File: config.mk
export PLATFORM = sky130hd
export DESIGN_NAME = debugTop
export DESIGN_NICKNAME = d
export VERILOG_FILES = /design/src/debugPkg.sv /design/src/msgQueue.sv /design/src/serialRx.sv /design/src/serialTx.sv /design/src/msgSender.sv /design/src/cmdEngine.sv /design/src/debugTop.sv
export VERILOG_INCLUDE_DIRS = /design/src
export SDC_FILE = /design/constraint.sdc
export NUM_CORES = 1
export LEC_CHECK = 0
export BUFFER_PORTS_ARGS = -buffer_cell sky130_fd_sc_hd__buf_2
export CAP_MARGIN = 5
export CORE_MARGIN = 8
export CORE_UTILIZATION = 57
export DETAILED_ROUTE_END_ITERATION = 10
export MAX_ROUTING_LAYER = met4
export PLACE_DENSITY_LB_ADDON = 0.25
export SKIP_LAST_GASP = 1
export SYNTH_ARGS = -nofsm -noshare
export SYNTH_HDL_FRONTEND = slang
export SYNTH_SLANG_ARGS = --single-unit
File: constraint.sdc
create_clock -name clk -period 3.8 [get_ports clk]
set_clock_uncertainty 0.1 [all_clocks]
set_input_delay 0.38 -clock clk [delete_from_list [all_inputs] [get_ports clk]]
set_output_delay 0.38 -clock clk [all_outputs]
set_load 0.05 [all_outputs]
File: src/debug_config.svh
`ifndef DEBUG_CONFIG_SVH
`define DEBUG_CONFIG_SVH

// Payload bytes kept per inbound message
`define MSG_MAX_PAYLOAD_LEN 5

// Entries in each message queue
`define QUEUE_DEPTH 4

// Sample memory of 16-bit words
`define MEM_WORDS 64
`define MEM_ADDR_WIDTH 6

`endif

File: src/debugPkg.sv
`default_nettype none

`include "debug_config.svh"

package debugPkg;

    typedef enum logic [7:0] {
        Nop     = 8'd0,
        SetLed  = 8'd1,
        ReadMem = 8'd2
    } msgTypeT;

    // Payload byte 0 sits in the lowest bits
    typedef struct packed {
        logic [7:0]                                msgType;
        logic [7:0]                                payloadLen;
        logic [`MSG_MAX_PAYLOAD_LEN-1:0][7:0]      payload;
    } msgT;

    // Fill word: address in the high byte, its inverse in the low byte
    function automatic logic [15:0] patternWord(input logic [`MEM_ADDR_WIDTH-1:0] addr);
        logic [7:0] addrByte;
        addrByte = 8'(addr);
        return {addrByte, ~addrByte};
    endfunction

endpackage

`default_nettype wire

File: src/msgQueue.sv
`default_nettype none

`include "debug_config.svh"

module msgQueue #(
    parameter type itemT = logic [7:0],
    parameter int  depth = `QUEUE_DEPTH
) (
    input  logic clk,
    input  logic rstN,
    input  logic push,
    input  itemT item,
    input  logic pop,
    output itemT front,
    output logic empty,
    output logic full
);

    localparam int ptrW = (depth > 1) ? $clog2(depth) : 1;
    localparam int cntW = $clog2(depth + 1);

    itemT            mem [depth];
    logic [ptrW-1:0] wrPtr;
    logic [ptrW-1:0] rdPtr;
    logic [cntW-1:0] count;
    logic            doPush;
    logic            doPop;

    // Pushes into a full queue are dropped
    assign doPush = push && !full;
    assign doPop  = pop && !empty;

    assign front = mem[rdPtr];
    assign empty = (count == '0);
    assign full  = (count == cntW'(depth));

    always_ff @(posedge clk) begin
        if (!rstN) begin
            wrPtr <= '0;
            rdPtr <= '0;
            count <= '0;
        end else begin
            if (doPush) begin
                wrPtr <= (wrPtr == ptrW'(depth - 1)) ? '0 : wrPtr + 1'b1;
            end
            if (doPop) begin
                rdPtr <= (rdPtr == ptrW'(depth - 1)) ? '0 : rdPtr + 1'b1;
            end
            case ({doPush, doPop})
                2'b10:   count <= count + 1'b1;
                2'b01:   count <= count - 1'b1;
                default: ;
            endcase
        end
    end

    always_ff @(posedge clk) begin
        if (doPush) begin
            mem[wrPtr] <= item;
        end
    end

endmodule

`default_nettype wire

File: src/serialRx.sv
`default_nettype none

`include "debug_config.svh"

module serialRx (
    input  logic          clk,
    input  logic          rstN,
    input  logic          debugCs,
    input  logic          debugDi,
    output logic          msgPush,
    output debugPkg::msgT msg
);

    typedef enum logic [1:0] {RxType, RxLen, RxPayload} rxStateT;

    rxStateT    state;
    logic [2:0] bitCnt;
    logic [6:0] shiftReg;
    logic [7:0] rxByte;
    logic [7:0] payCnt;
    logic       byteDone;

    // The byte completes on the edge that samples its last bit
    assign rxByte   = {shiftReg, debugDi};
    assign byteDone = (bitCnt == 3'd7);

    always_ff @(posedge clk) begin
        if (!rstN || !debugCs) begin
            state   <= RxType;
            bitCnt  <= '0;
            payCnt  <= '0;
            msgPush <= 1'b0;
        end else begin
            msgPush  <= 1'b0;
            bitCnt   <= bitCnt + 3'd1;
            shiftReg <= rxByte[6:0];
            if (byteDone) begin
                case (state)
                    // Zero bytes between messages are no-ops
                    RxType: begin
                        if (rxByte != 8'h00) begin
                            msg.msgType <= rxByte;
                            msg.payload <= '0;
                            state       <= RxLen;
                        end
                    end
                    RxLen: begin
                        msg.payloadLen <= rxByte;
                        payCnt         <= '0;
                        if (rxByte == 8'h00) begin
                            msgPush <= 1'b1;
                            state   <= RxType;
                        end else begin
                            state <= RxPayload;
                        end
                    end
                    RxPayload: begin
                        // Bytes beyond the kept payload are only counted
                        for (int i = 0; i < `MSG_MAX_PAYLOAD_LEN; i++) begin
                            if (payCnt == 8'(i)) begin
                                msg.payload[i] <= rxByte;
                            end
                        end
                        payCnt <= payCnt + 8'd1;
                        if (payCnt == msg.payloadLen - 8'd1) begin
                            msgPush <= 1'b1;
                            state   <= RxType;
                        end
                    end
                    default: state <= RxType;
                endcase
            end
        end
    end

endmodule

`default_nettype wire

File: src/serialTx.sv
`default_nettype none

module serialTx (
    input  logic       clk,
    input  logic       rstN,
    input  logic       debugCs,
    input  logic [7:0] qFront,
    input  logic       qEmpty,
    output logic       qPop,
    output logic       debugDo
);

    logic [2:0] bitCnt;
    logic [6:0] shiftReg;
    logic [7:0] loadByte;

    // Idle link carries zero bytes
    assign loadByte = qEmpty ? 8'h00 : qFront;

    always_ff @(posedge clk) begin
        if (!rstN || !debugCs) begin
            bitCnt  <= '0;
            qPop    <= 1'b0;
            debugDo <= 1'b0;
        end else begin
            bitCnt <= bitCnt + 3'd1;
            qPop   <= 1'b0;
            if (bitCnt == 3'd0) begin
                // Byte boundary: MSB goes out now, the rest waits in the shifter
                debugDo  <= loadByte[7];
                shiftReg <= loadByte[6:0];
                qPop     <= !qEmpty;
            end else begin
                debugDo  <= shiftReg[6];
                shiftReg <= {shiftReg[5:0], 1'b0};
            end
        end
    end

endmodule

`default_nettype wire

File: src/msgSender.sv
`default_nettype none

module msgSender (
    input  logic              clk,
    input  logic              rstN,
    input  logic              sendStart,
    input  debugPkg::msgTypeT sendType,
    input  logic [7:0]        sendLen,
    input  logic [7:0]        payloadByte,
    input  logic              qFull,
    output logic              byteReq,
    output logic              sendBusy,
    output logic              qPush,
    output logic [7:0]        qItem
);

    typedef enum logic [2:0] {
        Idle,
        PushType,
        PushLen,
        Request,
        Capture,
        PushPayload
    } sendStateT;

    sendStateT  state;
    logic [7:0] dataReg;
    logic [7:0] byteCnt;

    // Push straight from the state so a full queue stalls the same cycle
    always_comb begin
        qPush = 1'b0;
        qItem = dataReg;
        case (state)
            PushType: begin
                qPush = !qFull;
                qItem = sendType;
            end
            PushLen: begin
                qPush = !qFull;
                qItem = sendLen;
            end
            PushPayload: qPush = !qFull;
            default: ;
        endcase
    end

    always_ff @(posedge clk) begin
        if (!rstN) begin
            state    <= Idle;
            sendBusy <= 1'b0;
            byteReq  <= 1'b0;
            byteCnt  <= '0;
        end else begin
            byteReq <= 1'b0;
            case (state)
                Idle: begin
                    if (sendStart) begin
                        sendBusy <= 1'b1;
                        state    <= PushType;
                    end
                end
                PushType: begin
                    if (!qFull) begin
                        state <= PushLen;
                    end
                end
                PushLen: begin
                    if (!qFull) begin
                        byteCnt <= '0;
                        if (sendLen == 8'd0) begin
                            sendBusy <= 1'b0;
                            state    <= Idle;
                        end else begin
                            byteReq <= 1'b1;
                            state   <= Request;
                        end
                    end
                end
                // Engine registers the byte at the end of this cycle
                Request: state <= Capture;
                Capture: begin
                    dataReg <= payloadByte;
                    state   <= PushPayload;
                end
                PushPayload: begin
                    if (!qFull) begin
                        byteCnt <= byteCnt + 8'd1;
                        if (byteCnt == sendLen - 8'd1) begin
                            sendBusy <= 1'b0;
                            state    <= Idle;
                        end else begin
                            byteReq <= 1'b1;
                            state   <= Request;
                        end
                    end
                end
                default: state <= Idle;
            endcase
        end
    end

endmodule

`default_nettype wire

File: src/cmdEngine.sv
`default_nettype none

`include "debug_config.svh"

module cmdEngine (
    input  logic              clk,
    input  logic              rstN,
    input  debugPkg::msgT     inFront,
    input  logic              inEmpty,
    output logic              inPop,
    output logic              sendStart,
    output debugPkg::msgTypeT sendType,
    output logic [7:0]        sendLen,
    input  logic              byteReq,
    input  logic              sendBusy,
    output logic [7:0]        payloadByte,
    output logic [3:0]        led
);

    import debugPkg::*;

    localparam int addrW = `MEM_ADDR_WIDTH;

    typedef enum logic [2:0] {Fill, Idle, Decode, Start, Busy} engStateT;

    engStateT         state;
    logic [15:0]      mem [`MEM_WORDS];
    logic [addrW-1:0] fillAddr;
    logic [addrW-1:0] rdAddr;
    logic [15:0]      rdWord;
    logic [7:0]       cmdType;
    logic [7:0]       cmdArg0;
    logic [7:0]       cmdArg1;
    logic [6:0]       wordCnt;
    logic             hiNext;

    assign inPop   = (state == Idle) && !inEmpty;
    assign rdWord  = mem[rdAddr];
    // Word count is capped at 127
    assign wordCnt = cmdArg1[7] ? 7'd127 : cmdArg1[6:0];

    // ======================================================================
    // Sample memory fill
    // ======================================================================
    always_ff @(posedge clk) begin
        if (state == Fill) begin
            mem[fillAddr] <= patternWord(fillAddr);
        end
    end

    // ======================================================================
    // Command handling
    // ======================================================================
    always_ff @(posedge clk) begin
        if (!rstN) begin
            state     <= Fill;
            fillAddr  <= '0;
            rdAddr    <= '0;
            hiNext    <= 1'b1;
            led       <= '0;
            sendStart <= 1'b0;
            sendType  <= Nop;
            sendLen   <= '0;
        end else begin
            case (state)
                Fill: begin
                    fillAddr <= fillAddr + 1'b1;
                    if (fillAddr == addrW'(`MEM_WORDS - 1)) begin
                        state <= Idle;
                    end
                end
                Idle: begin
                    if (!inEmpty) begin
                        cmdType <= inFront.msgType;
                        cmdArg0 <= inFront.payload[0];
                        cmdArg1 <= inFront.payload[1];
                        state   <= Decode;
                    end
                end
                Decode: begin
                    state <= Idle;
                    case (cmdType)
                        SetLed: led <= cmdArg0[3:0];
                        ReadMem: begin
                            sendStart <= 1'b1;
                            sendType  <= ReadMem;
                            sendLen   <= {wordCnt, 1'b0};
                            rdAddr    <= cmdArg0[addrW-1:0];
                            hiNext    <= 1'b1;
                            state     <= Start;
                        end
                        default: ;
                    endcase
                end
                // sendBusy rises one cycle after the start pulse
                Start: begin
                    sendStart <= 1'b0;
                    state     <= Busy;
                end
                Busy: begin
                    if (byteReq) begin
                        payloadByte <= hiNext ? rdWord[15:8] : rdWord[7:0];
                        hiNext      <= !hiNext;
                        if (!hiNext) begin
                            rdAddr <= rdAddr + 1'b1;
                        end
                    end
                    if (!sendBusy) begin
                        state <= Idle;
                    end
                end
                default: state <= Idle;
            endcase
        end
    end

endmodule

`default_nettype wire

File: src/debugTop.sv
`default_nettype none

`include "debug_config.svh"

module debugTop (
    input  logic       clk,
    input  logic       rstN,
    input  logic       debugCs,
    input  logic       debugDi,
    output logic       debugDo,
    output logic [3:0] led
);

    import debugPkg::*;

    // Inbound path
    logic       inPush;
    msgT        inMsg;
    msgT        inFront;
    logic       inEmpty;
    logic       inPop;

    // Engine to sender
    logic       sendStart;
    msgTypeT    sendType;
    logic [7:0] sendLen;
    logic       byteReq;
    logic       sendBusy;
    logic [7:0] payloadByte;

    // Outbound path
    logic       outPush;
    logic [7:0] outItem;
    logic [7:0] outFront;
    logic       outEmpty;
    logic       outFull;
    logic       outPop;

    serialRx i_serialRx (
        .clk(clk), .rstN(rstN), .debugCs(debugCs), .debugDi(debugDi),
        .msgPush(inPush), .msg(inMsg)
    );

    msgQueue #(.itemT(msgT), .depth(`QUEUE_DEPTH)) inQueue (
        .clk(clk), .rstN(rstN), .push(inPush), .item(inMsg), .pop(inPop),
        .front(inFront), .empty(inEmpty), .full()
    );

    cmdEngine i_cmdEngine (
        .clk(clk), .rstN(rstN), .inFront(inFront), .inEmpty(inEmpty), .inPop(inPop),
        .sendStart(sendStart), .sendType(sendType), .sendLen(sendLen),
        .byteReq(byteReq), .sendBusy(sendBusy), .payloadByte(payloadByte), .led(led)
    );

    msgSender i_msgSender (
        .clk(clk), .rstN(rstN), .sendStart(sendStart), .sendType(sendType),
        .sendLen(sendLen), .payloadByte(payloadByte), .qFull(outFull),
        .byteReq(byteReq), .sendBusy(sendBusy), .qPush(outPush), .qItem(outItem)
    );

    msgQueue #(.itemT(logic [7:0]), .depth(`QUEUE_DEPTH)) outQueue (
        .clk(clk), .rstN(rstN), .push(outPush), .item(outItem), .pop(outPop),
        .front(outFront), .empty(outEmpty), .full(outFull)
    );

    serialTx i_serialTx (
        .clk(clk), .rstN(rstN), .debugCs(debugCs), .qFront(outFront),
        .qEmpty(outEmpty), .qPop(outPop), .debugDo(debugDo)
    );

endmodule

`default_nettype wire

# Yosys cells after proc, flatten, opt, wreduce, memory -nomap -nowiden
# Memories as Yosys holds them, arrays and structs flattened. A register that Yosys moved wholly into a read port is not among the register bits.
# Index checks and enable logic that the tools add are counted.
[word_totals]
regBits = 161
ramBits = 1152
inputBits = 4
out_inout_bits = 5
word_cells = 239
n_memories = 3
[op_classes]
n_addsub = 16
n_eq_ne = 50
n_mux = 72
bitwise = 5
reduce_logical = 56
[memory_table]
columns = ["name", "words", "width", "read_ports", "rd_ports_with_merged_regs", "wr", "line", "rtl"]
rows = [
  ["i_cmdEngine.mem", 64, 14, 1, 1, 1, "cmdEngine.sv:27", "logic [15:0] mem [`MEM_WORDS];"],
  ["inQueue.mem", 4, 56, 1, 1, 1, "msgQueue.sv:22", "itemT mem [depth];"],
  ["outQueue.mem", 4, 8, 1, 1, 1, "msgQueue.sv:22", ""],
]
[ops]
columns = ["cell", "count"]
rows = [
  ["$pmux W40 S2", 1],
  ["$mux W8", 9],
  ["$pmux W8 S2", 3],
  ["$mux W40", 1],
  ["$mux W6", 5],
  ["$reduce_and A5 Y1", 5],
  ["$eq A8 B2 Y1 const B", 3],
  ["$logic_not A8 Y1", 3],
  ["$mux W2", 12],
  ["$ne A2 B1 Y1 const B", 11],
  ["$mux W1", 21],
  ["$mux W3", 7],
  ["$reduce_and A3 Y1", 7],
  ["$eq A3 B3 Y1 const B", 6],
  ["$pmux W3 S6", 1],
  ["$add A8 B1 Y8 const B", 2],
  ["$eq A8 B1 Y1 const B", 2],
  ["$eq A8 B8 Y1", 2],
  ["$ne A2 B2 Y1 const B", 8],
  ["$sub A8 B1 Y8 const B", 2],
  ["$logic_not A3 Y1", 5],
  ["$pmux W3 S5", 1],
  ["$eq A2 B2 Y1 const B", 7],
  ["$mux W7", 2],
  ["other kinds (28)", 73],
]

# Depth between registers and ports, before layout
[logic_depth]
word_depth = 6
depth_mapped = 10
depth_no_buf = 10

# Hierarchy
# Synthesis repeated with hierarchy kept, for this count alone.
[hier_totals]
hier_cells = 2226
area_unflattened_um2 = 46895.0
[by_module_without_submodules]
columns = ["module", "n_inst", "cells_each", "area_each_um2", "seq_area_each_um2"]
rows = [
  ["cmdEngine", 1, 1385, 31865.6, 24633.6],
  ["msgQueue at inQueue", 1, 348, 8609.5, 6906.6],
  ["serialRx", 1, 203, 3006.6, 2172.1],
  ["msgQueue at outQueue", 1, 98, 1644.1, 1141.1],
  ["msgSender", 1, 145, 1257.5, 500.5],
  ["serialTx", 1, 47, 511.7, 310.3],
]

# Worst setup path after synthesis
# OpenSTA, ideal clock, no wires.
[synth_timing]
path_type = "reg-to-reg"
start = "register i_cmdEngine.fillAddr[3]"
end = "memory i_cmdEngine.mem[48][0] (netlist name), enable pin"
setup_ns = 0.308
arrival_ns = 3.186
t_required_ns = 3.392
path_slack_ns = 0.206
path_stages_with_launch = 4
path_buffers = 0
synth_period_minus_slack_ns = 3.594
cell_sequence = "dfxtp_1 clkinv_1 nand3_1 nor2_1"
[synth_lines]
columns = ["element", "line", "rtl"]
rows = [
  ["start, declared", "cmdEngine.sv:28", "logic [addrW-1:0] fillAddr;"],
  ["start signal, assigned", "cmdEngine.sv:67", "fillAddr <= fillAddr + 1'b1;"],
  ["end, declared", "cmdEngine.sv:27", ""],
]
# Straight into the memory's write port.

# Worst setup path after layout
[layout_timing]
start = "register i_cmdEngine.fillAddr[3]"
end = "memory i_cmdEngine.mem[60][1] (netlist name), enable pin"
# Straight into the memory's write port.

==> metrics <==
Critical Path End Type=flip-flop; Tot GR Track Use=a little over a fifth; CP max FO=33; Setup CP Type=reg -> reg; clk buf depth=3; Worst Hold Launch=rstN; setup TNS=0 ns; initial cell density of the core=a little under three fifths; DRT Pass-1 Iters=5; largest family of logic cells by synthesized area=multiplexers; Synth top area share=between 70% and 80%; Synth Register Bits=1,051; WP data required=slightly below 4 ns; clk sinks=1,051; dpl ws=about 0.86 ns; Std-Cell Rows=98; Finish-stage setup viols=0; core box area=~0.07 sq mm; Post-Synth Adder-Cell Area=0.9577%; DP HPWL=around 54,000 um; Die Span Y=283.4 um; CTS tree=built; Final Max Slew Viols=0; Net Switching=about 5 mW; reg2reg end=i_cmdEngine.mem[60][1]$_DFFE_PP_; Area Overhead vs Synth=12.50%; Chip Width=283.4 um; outcome=completed; Clk network pwr share=between 40% and 50%; Hold Buf Count CTS=2; Area contributors post-synth=edfxtp_1, mux4_2, dfxtp_1, nor2_1, mux2i_1; vias post-DR=20,565; IO Port Bufs=8; fillers=about 4,700; n_diodes=0; fin worst setup slack=0.8370 ns; most instantiated cells after synthesis=edfxtp_1, mux4_2, nor2_1, dfxtp_1, nand2_1; cell taking the most area after synthesis=edfxtp_1; leakage power=14.23 nW; I/O pin cnt=9; routed length per instance=26.36 um; combinational power share=3.4%; simple-gate share of the synthesized area=4.549%; Mapped Nets=roughly 2,200; Int Power=between 15 and 20 mW; Slew headroom=between 10% and 20%; post_cts resized=0; Syn Inst Count=about 2,100; Setup Buffers After CTS=0; DRT iter0 DRCs=between 2,000 and 3,000; flop-to-flop setup slack=roughly 0.84 ns; pin count of the biggest net entering global routing=slightly above 70; clock slew at reported path FFs=approximately 0.060 ns; RSZ-0062 raised after global routing=false; Final ANT Viol Nets=0; first-pass GRT wire length=131,000 um; fraction of layout cells with a size suffix above 1=between 20 and 25%; initial antenna violation count=0; sequential area share after synthesis=around 75%; Flop pwr share=about 55%; final period utilization=77.97%; WP data arrival=around 3.1 ns; fin crit period=2.963 ns; crit path capture=i_cmdEngine.mem[60][1]$_DFFE_PP_; WL final=~87,000 um; depth of the worst register-to-register path=2; Fmax=around 340 MHz; Max Cap Viol=0; fin nets=between 2,000 and 2,500; Compound-Gate Fraction of Synth Area=between 3 and 4%; Clk Latency, worst-skew pair=0.65 ns; post-synthesis mux area share=around 14%; HP Class=in -> reg; H-tree depth=3; main flop type after synthesis=edfxtp_1; worst-margin pin slew=1.264 ns; Critical R2R Launch=i_cmdEngine.fillAddr[3]$_SDFFE_PN0P_; vias in the first global route=about 21,000; ys async rst share=0%; synthesized cell area=just over 0.04 sq mm; EDFF count, synth=968; Final Hold Violating Endpoints=0; VDD IR max=between 0.0003 and 0.0004 V; CTS Buf Count=about 100; Netlist cell types=63; number of synthesis warnings=0; count leader, synth=edfxtp_1; crit path from=i_cmdEngine.fillAddr[3]$_SDFFE_PN0P_; Clock Tree Root=clkbuf_16; Die ar.=0.08032 sq mm; RePlAce Congestion=about 0.93; switching part of the total=between 20% and 30%; xor and xnor area share after synthesis=less than 1%; Startpoint Class=flip-flop; syn avg cell area=19.19 sq um; pwr dens=roughly 520 mW/mm^2; total grt overflow=0; DRC viols=0; drt via density=about 6.2
[kinds of logic after synthesis]
group | Yosys count
compound gates | 202
xor+xnor | 38
fa+ha+maj | 30
buf+inv | 133
flops | 1051
mux | 278
simple gates | 392
[power groups by stage]
stage / registers (mW) / logic, mW / clock network (mW)
6_report: 13.0 / 0.793 / 9.91
5_1_grt: 13.0 / 0.835 / 10.5
3_3_place_gp: 13.2 / 0.750 / 0
3_5_place_dp: 13.2 / 0.786 / 0
4_1_cts: 13.0 / 0.789 / 10.1
2_1_floorplan: 13.2 / 0.329 / 0
[how the worst min path moves through the flow]
stage | slack (ns) | cells after the start | to
after floorplan | 0.30 | 1 | i_serialRx.bitCnt[0]$_SDFF_PP0_
after global placement | 0.30 | 0 | i_msgSender.dataReg[6]$_DFFE_PP_
after detailed placement | 0.31 | 0 | i_msgSender.dataReg[6]$_DFFE_PP_
after CTS | 0.04 | 3 | i_cmdEngine.hiNext$_SDFFE_PN1P_
after global routing | 0.08 | 3 | i_cmdEngine.hiNext$_SDFFE_PN1P_
final | 0.07 | 3 | i_cmdEngine.hiNext$_SDFFE_PN1P_
[critical path, cell delays in order, from the launching register on]
cell and delay, ns:
dfxtp_2 0.74, nand3_1 0.61, nor2_1 1.13
[layout make-up]
cell class              count  area [sq um]  share of cell area [%]
flip-flops and latches   1051         30750                   67.05
multi-input cells         940          9440                   20.59
clock buffers             119          2670                   5.823
well taps                 950          1189                   2.592
repair buffers            124          1016                   2.216
clock inverters            71         648.1                   1.413
inverters                  39         146.4                  0.3192
[stage by stage]
step | cells | utilization [%] | hold slack [ns] | total power, mW | area [sq um]
after floorplan | 2124 | - | 0.2992 | 13.57 | 40760
after global placement | 3102 | 59.78 | 0.3048 | 13.94 | 42520
after detailed placement | 3102 | 59.78 | 0.3066 | 13.98 | 42520
after CTS | 3294 | 64.48 | 0.04241 | 23.80 | 45860
after global routing | 3294 | 64.48 | 0.07934 | 24.27 | 45860
final | 3294 | 64.48 | 0.07055 | 23.66 | 45860
[flip-flops by register name (all words and copies together) (netlist names), 4 cells and up, named ones only]
name and count:
i_cmdEngine.mem 768, inQueue.mem 88, outQueue.mem 32, i_serialRx.msg 30
i_cmdEngine.cmdArg1 8, i_cmdEngine.cmdType 8, i_msgSender.byteCnt 8, i_serialRx.payCnt 8
i_cmdEngine.payloadByte 7, i_cmdEngine.sendLen 7, i_msgSender.dataReg 7, i_serialRx.shiftReg 7
i_serialTx.shiftReg 7, i_cmdEngine.cmdArg0 6, i_cmdEngine.fillAddr 6, i_cmdEngine.rdAddr 6
i_cmdEngine.led 4
[routing by layer]
layer  GRT usage [%]  vias to the layer above  wire length (um)  part of all wire, %
met2           33.99                      938             41830                   48
met3           3.698                      162              7144                  8.2
li1                -                     8842                 -                    -
met1           30.51                    10623             35460                   41
met5               -                        -                 0                    0
met4           6.461                        0              2397                  2.8
[cells in the final DEF, fill, tap and decap left out, types with 45 or more instances in the layout]
cell type  instances
dfxtp_1           74
edfxtp_1         968
o21ai_0           45
clkbuf_16        104
nor2_1           154
mux4_2           222
mux2i_1           52
a21oi_1           49
nand2_1           78
buf_4            106
Note: power is estimated with default switching activity, not from simulation.
